[config.mk]
export PLATFORM = sky130hd
export DESIGN_NAME = lpbk_afu_top
export DESIGN_NICKNAME = d
export VERILOG_FILES = /design/src/design/lpbk_pkg.sv /design/src/design/lpbk_afu_top.sv /design/src/design/lpbk_afu.sv /design/src/design/lpbk_engine.sv /design/src/design/lpbk_csr.sv /design/src/design/host_if_reg.sv
export SDC_FILE = /design/constraint.sdc
export NUM_CORES = 1
export LEC_CHECK = 0
export BUFFER_PORTS_ARGS = -buffer_cell sky130_fd_sc_hd__buf_2
export CAP_MARGIN = 20
export CORE_MARGIN = 2
export CORE_UTILIZATION = 30
export CTS_CLUSTER_SIZE = 40
export DETAILED_ROUTE_END_ITERATION = 10
export HOLD_SLACK_MARGIN = 0.05
export PLACE_DENSITY = 0.5
export SLEW_MARGIN = 20
export SYNTH_ARGS = -nofsm -noshare
export SYNTH_HDL_FRONTEND = slang
export SYNTH_HIERARCHICAL = 1
export SYNTH_SLANG_ARGS = --single-unit
[constraint.sdc]
create_clock -name pClk -period 5.65 [get_ports pClk]
set_input_delay 0.2825 -clock pClk [delete_from_list [all_inputs] [get_ports pClk]]
set_output_delay 0.2825 -clock pClk [all_outputs]
set_load 0.01 [all_outputs]
[src/design/lpbk_pkg.sv]
package lpbk_pkg;

    // ==================================================
    // Host word widths
    // ==================================================

    // One cache line payload, reduced model
    localparam int DATA_W = 64;
    // Request tag, carries the line index of a copy
    localparam int TAG_W = 16;
    // MMIO offset field of a CSR write
    localparam int CSR_OFF_W = 16;
    // Full receive word, tag or offset above the data
    localparam int RX_W = DATA_W + TAG_W;

    // ==================================================
    // Receive word and its two decodings
    // ==================================================

    // Kind of a receive word
    typedef enum logic [0:0] {
        RX_MMIO_WR = 1'b0,
        RX_RD_RSP  = 1'b1
    } rx_kind_t;

    // CSR write view
    typedef struct packed {
        logic [CSR_OFF_W-1:0] offset;
        logic [DATA_W-1:0]    value;
    } rx_mmio_t;

    // Read response view
    typedef struct packed {
        logic [TAG_W-1:0]  tag;
        logic [DATA_W-1:0] data;
    } rx_rsp_t;

    // Same RX_W bits, decoded by rx_kind_t
    typedef union packed {
        rx_mmio_t mmio;
        rx_rsp_t  rsp;
    } rx_word_u;

    // ==================================================
    // CSR offsets
    // ==================================================

    localparam logic [CSR_OFF_W-1:0] CSR_DSM_BASE  = 16'h0010;
    localparam logic [CSR_OFF_W-1:0] CSR_SRC_ADDR  = 16'h0020;
    localparam logic [CSR_OFF_W-1:0] CSR_DST_ADDR  = 16'h0028;
    // Line count sits in the low TAG_W bits
    localparam logic [CSR_OFF_W-1:0] CSR_NUM_LINES = 16'h0030;
    // Bit 0 of the value starts a copy
    localparam logic [CSR_OFF_W-1:0] CSR_CTL       = 16'h0038;

endpackage
[src/design/lpbk_afu_top.sv]
`timescale 1ns/1ps

module lpbk_afu_top #(
    parameter int ADDR_W = 32
) (
    // Host clock and soft reset, active high
    input  logic                          pClk,
    input  logic                          soft_reset,

    // Host receive side
    input  logic                          rx_valid,
    input  lpbk_pkg::rx_kind_t            rx_kind,
    input  lpbk_pkg::rx_word_u            rx_word,
    input  logic                          tx_almost_full,

    // Read requests
    output logic                          rd_valid,
    output logic [ADDR_W-1:0]             rd_addr,
    output logic [lpbk_pkg::TAG_W-1:0]    rd_tag,

    // Write requests, data lines and DSM status
    output logic                          wr_valid,
    output logic [ADDR_W-1:0]             wr_addr,
    output logic [lpbk_pkg::DATA_W-1:0]   wr_data
);

    // ==================================================
    // Boundary stage, both directions
    // ==================================================

    // Registered host inputs
    logic                          soft_reset_q;
    logic                          rx_valid_q;
    lpbk_pkg::rx_kind_t            rx_kind_q;
    lpbk_pkg::rx_word_u            rx_word_q;
    logic                          tx_almost_full_q;

    // AFU requests before the output flops
    logic                          rd_valid_d;
    logic [ADDR_W-1:0]             rd_addr_d;
    logic [lpbk_pkg::TAG_W-1:0]    rd_tag_d;
    logic                          wr_valid_d;
    logic [ADDR_W-1:0]             wr_addr_d;
    logic [lpbk_pkg::DATA_W-1:0]   wr_data_d;

    host_if_reg #(
        .ADDR_W           (ADDR_W)
    ) if_reg_i (
        .pClk             (pClk),
        .soft_reset       (soft_reset),
        .rx_valid         (rx_valid),
        .rx_kind          (rx_kind),
        .rx_word          (rx_word),
        .tx_almost_full   (tx_almost_full),
        .soft_reset_q     (soft_reset_q),
        .rx_valid_q       (rx_valid_q),
        .rx_kind_q        (rx_kind_q),
        .rx_word_q        (rx_word_q),
        .tx_almost_full_q (tx_almost_full_q),
        .rd_valid_d       (rd_valid_d),
        .rd_addr_d        (rd_addr_d),
        .rd_tag_d         (rd_tag_d),
        .wr_valid_d       (wr_valid_d),
        .wr_addr_d        (wr_addr_d),
        .wr_data_d        (wr_data_d),
        .rd_valid         (rd_valid),
        .rd_addr          (rd_addr),
        .rd_tag           (rd_tag),
        .wr_valid         (wr_valid),
        .wr_addr          (wr_addr),
        .wr_data          (wr_data)
    );

    // ==================================================
    // Copy AFU, reset by the registered soft reset
    // ==================================================

    lpbk_afu #(
        .ADDR_W         (ADDR_W)
    ) afu_i (
        .pClk           (pClk),
        .rst            (soft_reset_q),
        .rx_valid       (rx_valid_q),
        .rx_kind        (rx_kind_q),
        .rx_word        (rx_word_q),
        .tx_almost_full (tx_almost_full_q),
        .rd_valid_d     (rd_valid_d),
        .rd_addr_d      (rd_addr_d),
        .rd_tag_d       (rd_tag_d),
        .wr_valid_d     (wr_valid_d),
        .wr_addr_d      (wr_addr_d),
        .wr_data_d      (wr_data_d)
    );

endmodule

[src/design/lpbk_afu.sv]
`timescale 1ns/1ps

module lpbk_afu #(
    parameter int ADDR_W = 32
) (
    input  logic                          pClk,
    input  logic                          rst,

    // Registered host receive side
    input  logic                          rx_valid,
    input  lpbk_pkg::rx_kind_t            rx_kind,
    input  lpbk_pkg::rx_word_u            rx_word,
    input  logic                          tx_almost_full,

    // Requests toward the boundary register
    output logic                          rd_valid_d,
    output logic [ADDR_W-1:0]             rd_addr_d,
    output logic [lpbk_pkg::TAG_W-1:0]    rd_tag_d,
    output logic                          wr_valid_d,
    output logic [ADDR_W-1:0]             wr_addr_d,
    output logic [lpbk_pkg::DATA_W-1:0]   wr_data_d
);

    // Receive split by kind
    logic                       csr_wr;
    logic                       rsp_valid;

    // CSR block to engine
    logic [ADDR_W-1:0]          src_base;
    logic [ADDR_W-1:0]          dst_base;
    logic [ADDR_W-1:0]          dsm_addr;
    logic [lpbk_pkg::TAG_W-1:0] num_lines;
    logic                       start;
    logic                       busy;

    // One strobe per consumer, same word seen through its own view
    always_comb begin
        csr_wr    = rx_valid && (rx_kind == lpbk_pkg::RX_MMIO_WR);
        rsp_valid = rx_valid && (rx_kind == lpbk_pkg::RX_RD_RSP);
    end

    lpbk_csr #(
        .ADDR_W     (ADDR_W)
    ) csr_i (
        .pClk       (pClk),
        .rst        (rst),
        .csr_wr     (csr_wr),
        .csr_offset (rx_word.mmio.offset),
        .csr_value  (rx_word.mmio.value),
        .busy       (busy),
        .src_base   (src_base),
        .dst_base   (dst_base),
        .dsm_addr   (dsm_addr),
        .num_lines  (num_lines),
        .start      (start)
    );

    lpbk_engine #(
        .ADDR_W         (ADDR_W)
    ) engine_i (
        .pClk           (pClk),
        .rst            (rst),
        .start          (start),
        .src_base       (src_base),
        .dst_base       (dst_base),
        .dsm_addr       (dsm_addr),
        .num_lines      (num_lines),
        .tx_almost_full (tx_almost_full),
        .rsp_valid      (rsp_valid),
        .rsp_tag        (rx_word.rsp.tag),
        .rsp_data       (rx_word.rsp.data),
        .busy           (busy),
        .rd_valid       (rd_valid_d),
        .rd_addr        (rd_addr_d),
        .rd_tag         (rd_tag_d),
        .wr_valid       (wr_valid_d),
        .wr_addr        (wr_addr_d),
        .wr_data        (wr_data_d)
    );

endmodule

[src/design/lpbk_engine.sv]
`timescale 1ns/1ps

module lpbk_engine #(
    parameter int ADDR_W = 32
) (
    input  logic                          pClk,
    input  logic                          rst,

    // Configuration and launch
    input  logic                          start,
    input  logic [ADDR_W-1:0]             src_base,
    input  logic [ADDR_W-1:0]             dst_base,
    input  logic [ADDR_W-1:0]             dsm_addr,
    input  logic [lpbk_pkg::TAG_W-1:0]    num_lines,

    // Host flow control and read responses
    input  logic                          tx_almost_full,
    input  logic                          rsp_valid,
    input  logic [lpbk_pkg::TAG_W-1:0]    rsp_tag,
    input  logic [lpbk_pkg::DATA_W-1:0]   rsp_data,

    // Status and requests
    output logic                          busy,
    output logic                          rd_valid,
    output logic [ADDR_W-1:0]             rd_addr,
    output logic [lpbk_pkg::TAG_W-1:0]    rd_tag,
    output logic                          wr_valid,
    output logic [ADDR_W-1:0]             wr_addr,
    output logic [lpbk_pkg::DATA_W-1:0]   wr_data
);

    // Run configuration, latched at launch
    logic [ADDR_W-1:0]          src_q;
    logic [ADDR_W-1:0]          dst_q;
    logic [ADDR_W-1:0]          dsm_q;
    logic [lpbk_pkg::TAG_W-1:0] lines_q;

    // Next line to read and completed data writes
    logic [lpbk_pkg::TAG_W-1:0] rd_idx;
    logic [lpbk_pkg::TAG_W-1:0] wr_cnt;

    // Launch cycle bypass of the latched values
    logic                       launch;
    logic [ADDR_W-1:0]          cur_src;
    logic [lpbk_pkg::TAG_W-1:0] cur_lines;
    logic [lpbk_pkg::TAG_W-1:0] cur_idx;
    logic                       issue;
    logic                       all_done;

    // ==================================================
    // Issue and completion decisions
    // ==================================================

    always_comb begin
        launch    = start && !busy;
        // First read leaves in the launch cycle itself
        cur_src   = launch ? src_base : src_q;
        cur_lines = launch ? num_lines : lines_q;
        cur_idx   = launch ? '0 : rd_idx;
        // One read per cycle, paused by almost-full
        issue     = (launch || busy) && !tx_almost_full && (cur_idx < cur_lines);
        // Every data write out, status write next
        all_done  = busy && (wr_cnt == lines_q);
    end

    always_ff @(posedge pClk) begin
        if (launch) begin
            src_q   <= src_base;
            dst_q   <= dst_base;
            dsm_q   <= dsm_addr;
            lines_q <= num_lines;
        end
    end

    // ==================================================
    // Run control
    // ==================================================

    always_ff @(posedge pClk) begin
        if (rst) begin
            busy   <= 1'b0;
            rd_idx <= '0;
            wr_cnt <= '0;
        end else begin
            // Busy ends with the status write
            if (launch) begin
                busy <= 1'b1;
            end else if (all_done) begin
                busy <= 1'b0;
            end
            if (issue) begin
                rd_idx <= cur_idx + 1'b1;
            end else if (launch) begin
                rd_idx <= '0;
            end
            // Responses complete in any order, only their number matters
            if (launch) begin
                wr_cnt <= '0;
            end else if (rsp_valid) begin
                wr_cnt <= wr_cnt + 1'b1;
            end
        end
    end

    // ==================================================
    // Request outputs
    // ==================================================

    always_ff @(posedge pClk) begin
        if (rst) begin
            rd_valid <= 1'b0;
            wr_valid <= 1'b0;
        end else begin
            rd_valid <= issue;
            // No response can be pending once all_done is seen
            wr_valid <= rsp_valid || all_done;
        end
    end

    always_ff @(posedge pClk) begin
        // Tag is the line index
        rd_addr <= cur_src + ADDR_W'(cur_idx);
        rd_tag  <= cur_idx;
        if (all_done) begin
            // DSM line, done flag in the top bit
            wr_addr <= dsm_q;
            wr_data <= {1'b1, {(lpbk_pkg::DATA_W - lpbk_pkg::TAG_W - 1){1'b0}}, lines_q};
        end else begin
            wr_addr <= dst_q + ADDR_W'(rsp_tag);
            wr_data <= rsp_data;
        end
    end

endmodule

[src/design/lpbk_csr.sv]
`timescale 1ns/1ps

module lpbk_csr #(
    parameter int ADDR_W = 32
) (
    input  logic                            pClk,
    input  logic                            rst,

    // Decoded MMIO write from the AFU body
    input  logic                            csr_wr,
    input  logic [lpbk_pkg::CSR_OFF_W-1:0]  csr_offset,
    input  logic [lpbk_pkg::DATA_W-1:0]     csr_value,

    // Engine status
    input  logic                            busy,

    // Copy configuration
    output logic [ADDR_W-1:0]               src_base,
    output logic [ADDR_W-1:0]               dst_base,
    output logic [ADDR_W-1:0]               dsm_addr,
    output logic [lpbk_pkg::TAG_W-1:0]      num_lines,
    output logic                            start
);

    // Per-register write hits
    logic hit_dsm;
    logic hit_src;
    logic hit_dst;
    logic hit_lines;
    logic hit_ctl;

    // ==================================================
    // Offset decode
    // ==================================================

    always_comb begin
        hit_dsm   = csr_wr && (csr_offset == lpbk_pkg::CSR_DSM_BASE);
        hit_src   = csr_wr && (csr_offset == lpbk_pkg::CSR_SRC_ADDR);
        hit_dst   = csr_wr && (csr_offset == lpbk_pkg::CSR_DST_ADDR);
        hit_lines = csr_wr && (csr_offset == lpbk_pkg::CSR_NUM_LINES);
        hit_ctl   = csr_wr && (csr_offset == lpbk_pkg::CSR_CTL);
    end

    // ==================================================
    // Configuration registers
    // ==================================================

    always_ff @(posedge pClk) begin
        if (rst) begin
            src_base  <= '0;
            dst_base  <= '0;
            dsm_addr  <= '0;
            num_lines <= '0;
        end else begin
            // Addresses are line addresses, low bits of the value
            if (hit_dsm) begin
                dsm_addr <= csr_value[ADDR_W-1:0];
            end
            if (hit_src) begin
                src_base <= csr_value[ADDR_W-1:0];
            end
            if (hit_dst) begin
                dst_base <= csr_value[ADDR_W-1:0];
            end
            if (hit_lines) begin
                num_lines <= csr_value[lpbk_pkg::TAG_W-1:0];
            end
        end
    end

    // Start pulse, one cycle, dropped while a copy runs
    // Back-to-back CTL writes also blocked by the pulse itself,
    // busy only rises one cycle after start
    always_ff @(posedge pClk) begin
        if (rst) begin
            start <= 1'b0;
        end else begin
            start <= hit_ctl && csr_value[0] && !busy && !start;
        end
    end

endmodule

[src/design/host_if_reg.sv]
`timescale 1ns/1ps

module host_if_reg #(
    parameter int ADDR_W = 32
) (
    input  logic                          pClk,

    // Host to AFU, raw and registered
    input  logic                          soft_reset,
    input  logic                          rx_valid,
    input  lpbk_pkg::rx_kind_t            rx_kind,
    input  lpbk_pkg::rx_word_u            rx_word,
    input  logic                          tx_almost_full,
    output logic                          soft_reset_q,
    output logic                          rx_valid_q,
    output lpbk_pkg::rx_kind_t            rx_kind_q,
    output lpbk_pkg::rx_word_u            rx_word_q,
    output logic                          tx_almost_full_q,

    // AFU to host, from the AFU and toward the host
    input  logic                          rd_valid_d,
    input  logic [ADDR_W-1:0]             rd_addr_d,
    input  logic [lpbk_pkg::TAG_W-1:0]    rd_tag_d,
    input  logic                          wr_valid_d,
    input  logic [ADDR_W-1:0]             wr_addr_d,
    input  logic [lpbk_pkg::DATA_W-1:0]   wr_data_d,
    output logic                          rd_valid,
    output logic [ADDR_W-1:0]             rd_addr,
    output logic [lpbk_pkg::TAG_W-1:0]    rd_tag,
    output logic                          wr_valid,
    output logic [ADDR_W-1:0]             wr_addr,
    output logic [lpbk_pkg::DATA_W-1:0]   wr_data
);

    // ==================================================
    // Receive direction
    // ==================================================

    // Soft reset itself takes one flop like every other input
    always_ff @(posedge pClk) begin
        soft_reset_q     <= soft_reset;
        tx_almost_full_q <= tx_almost_full;
        rx_kind_q        <= rx_kind;
        rx_word_q        <= rx_word;
        // Strobes held off while the AFU is in reset
        rx_valid_q       <= rx_valid && !soft_reset_q;
    end

    // ==================================================
    // Transmit direction
    // ==================================================

    always_ff @(posedge pClk) begin
        rd_addr  <= rd_addr_d;
        rd_tag   <= rd_tag_d;
        wr_addr  <= wr_addr_d;
        wr_data  <= wr_data_d;
        // Host sees no requests during reset
        rd_valid <= rd_valid_d && !soft_reset_q;
        wr_valid <= wr_valid_d && !soft_reset_q;
    end

endmodule

==> results.txt <==
asr flop ratio synth: 0%
register area share after synthesis: 63.4%
remaining antenna violation count: 0
placed insts: 2902
switching power: 2000 uW
CP max-delay cell: inv_4
max cap viols: 0
RD Place Congestion: 0.798
die area: 0.0722 mm2
top_reg_cell synth: dfxtp_1
Layout area overhead: 25.1%
PortBufs: 230
Die H: 269 um
CP Buf/Inv Count: 2
Clk network pwr share: 48.6%
io pins: 231
Syn Inst Count: 1795
crit path cell chain: nand2b_2, inv_4, mux2i_1, ha_1, and4_1, a211o_1, a2111oi_0, a31oi_1, o31ai_1, buf_4, nand4_1, o21a_1, o21ba_2
PD cells: 363 mW/mm2
Core Area: 0.0697 mm2
clk buf depth: 3
largest stage delay on the critical path: 0.57 ns
grt met2 use: 21.7%
EDFF count, synth: 64
synth warn: 6
period utilisation layout: 72.5%
hold_ws: 0.308 ns
total track usage: 14.2%
Reg power frac: 49.0%
Net Sw Frac: 21.0%
layout cells sized above 1: 17.8%
Synth top area share: 54.3%
Critical Path RT: 6.15 ns
fillers: 6822
Final HPWL DP: 35.0 mm
num rows: 97
setup TNS: 0 ns
minimum clock period: 4.10 ns
DR iter-0 viols: 712
Synth Area per Inst: 11.7 um2
routed via count: 13300
Worst-Skew Late Latency: 0.61 ns
Area contributors post-synth: dfxtp_1 (54%), edfxtp_1 (9.1%), mux2i_1 (6.5%)
largest net degree at the start of global routing: 104
WL final: 51.2 mm
maximum vdd drop: 0.000175 V
Finished Layout Cells: 3116
Rel. slew slack: 30.2%
Tot Pwr: 9530 uW
endpoints failing setup: 0
GRT met3 Usage: 2.67%
Final Slew Violations: 0
total CTS buffers: 71
CP Capture Type: register
Max FO, Critical Path: 49
Leak: 0.0120 uW
DRT Pass-1 Iters: 5
vias per cell: 4.26
combinational share of power: 2.4%
Critical R2R Launch: afu_i/engine_i/busy
DRC: 0
FF+latch area: 0.0133 mm2
remaining global-route overflow: 0
antenna violations before repair: 1
grt met1 use: 19.7%
Hold WC Path Type: primary input to register
Worst-Margin Slew: 1.05 ns
cell taking the most area after synthesis: dfxtp_1
Internal Pwr Total: 7530 uW
first-pass GRT wire length: 78.4 mm
Worst Setup SP: afu_i/engine_i/busy
Yosys reg bits: 634
# Post-CTS Setup Buffers: 0
startpoint types: register
crit path DAT: 4.60 ns
DIE WIDTH: 269 um
root buf cell: clkbuf_16
fin nets: 2245
antenna cell count: 0
post-synth cell types: 82
vias in the first global route: 13400
TritonCTS clock tree: yes
hold path startpoint: rx_word[16]
WS Path Type: register to register
Multi-input gate area: 0.00716 mm2
Highest Clock Rate: 0.244 GHz
Reg clk slew, reported paths: 0.06 ns
H-tree levels: 3
wire per inst: 16.4 um
status: complete, no violations
Starting Density: 30.2%
GRT Max-Usage Layer: met2
final setup skew: 0.0301 ns
cell family contributing the most delay on the critical path: compound AO/OA/AOI/OAI gates
Num Clock Sinks: 634
Mapped Nets: 1920
RSZ-0062 raised after global routing: no
Mapped Area: 0.0210 mm2
Fin. Hold Viols: 0
==> area by class of cell <==
cell class | instances | area share, %
clock inverter | 28 | 1.20
tap | 940 | 4.47
timing repair buffer | 324 | 7.91
multi-input combinational | 1046 | 27.2
sequential | 634 | 50.7
inverter | 43 | 0.624
clock buffer | 101 | 7.82
==> Yosys cell counts, types with 7 or more instances <==
| cell | number |
|---|---|
| dfxtp_1 | 570 |
| nand2_1 | 168 |
| nand2b_1 | 156 |
| mux2i_1 | 136 |
| nor2_1 | 73 |
| and2_1 | 66 |
| edfxtp_1 | 64 |
| xor2_1 | 60 |
| clkbuf_1 | 43 |
| xnor2_1 | 43 |
| inv_1 | 41 |
| a21oi_1 | 39 |
| ha_1 | 39 |
| nand3_1 | 31 |
| o21ai_0 | 31 |
| a21o_1 | 19 |
| a31oi_1 | 14 |
| and3_1 | 14 |
| nor3_1 | 14 |
| or3_1 | 13 |
| buf_2 | 12 |
| nand4_1 | 12 |
| nor2b_1 | 11 |
| buf_6 | 7 |
| nor4_1 | 7 |
==> state kept, by name, indices dropped and copies added (netlist names), 32 cells and up <==
name,cells
afu_i/csr_i/dsm_addr,32
afu_i/csr_i/dst_base,32
afu_i/csr_i/src_base,32
afu_i/engine_i/dsm_q,32
afu_i/engine_i/dst_q,32
afu_i/engine_i/rd_addr,32
afu_i/engine_i/src_q,32
afu_i/engine_i/wr_addr,32
afu_i/engine_i/wr_data,64
if_reg_i/rd_addr,32
if_reg_i/rx_word_q,80
if_reg_i/wr_addr,32
if_reg_i/wr_data,64
==> cell usage in the layout, fill, tap and decap left out, types with 10 or more instances in the layout <==
master and instances:
a21o_1 19, a21oi_1 39, a31oi_1 14, and2_1 66, and3_1 14, buf_2 230, clkbuf_1 18, clkbuf_16 75
clkinv_2 10, dfxtp_1 569, dlygate4sd3_1 84, edfxtp_1 64, ha_1 39, inv_1 41, mux2i_1 136, nand2_1 167
nand2b_1 156, nand3_1 31, nand4_1 12, nor2_1 73, nor2b_1 11, nor3_1 14, o21ai_0 31, or3_1 13
xnor2_1 43, xor2_1 60
==> timing repair <==
| action | 4_1_cts | 5_1_grt |
|---|---|---|
| hold endpoints to repair | 84 | 0 |
| hold buffers | 84 | 0 |
| gates resized for setup | 0 | 0 |
==> kinds of logic after synthesis <==
group | Yosys count | synth area share (%)
AO/OA/AOI/OAI | 160 | 5.14
buffers and inverters | 115 | 2.52
adder cells (fa/ha/maj) | 45 | 2.66
flip-flops | 634 | 63.4
XOR/XNOR | 103 | 4.29
AND/OR/NAND/NOR | 596 | 15.2
multiplexers | 142 | 6.80
==> metrics by stage <==
step           utilization [%]  setup slack [ns]  cell area (um2)
2_1_floorplan                -            0.0372            21000
3_5_place_dp              33.1              1.55            23100
6_report                  37.7              1.55            26300
4_1_cts                   37.7              1.53            26300
5_1_grt                   37.7              1.13            26300
3_3_place_gp              33.1              1.65            23100
==> worst paths after layout <==
| kind | endpoint | slack [ns] | cells past startpoint |
|---|---|---|---|
| worst min register to register | if_reg_i/wr_data[18] | 0.32 | 0 |
| worst min-delay path | if_reg_i/rx_word_q[16] | 0.31 | 2 |
| worst max-delay path | afu_i/engine_i/rd_idx[10] | 1.55 | 13 |
| worst max register to register | afu_i/engine_i/rd_idx[10] | 1.55 | 13 |
==> power groups by stage <==
stage | Clock [uW] | Combinational (uW) | Sequential [uW]
global route | 4990 | 248 | 4680
global placement | 0 | 180 | 4770
CTS | 4790 | 230 | 4670
finish | 4640 | 225 | 4670
floorplan | 0 | 78.2 | 4760
detailed placement | 0 | 182 | 4770
==> per-layer routing <==
metal	wire length [um]	vias to the layer above
met3	2450	78
met5	0	-
li1	-	6668
met1	24900	6241
met2	22500	283
met4	1240	0
No activity file was read; power rests on OpenSTA's default activity.
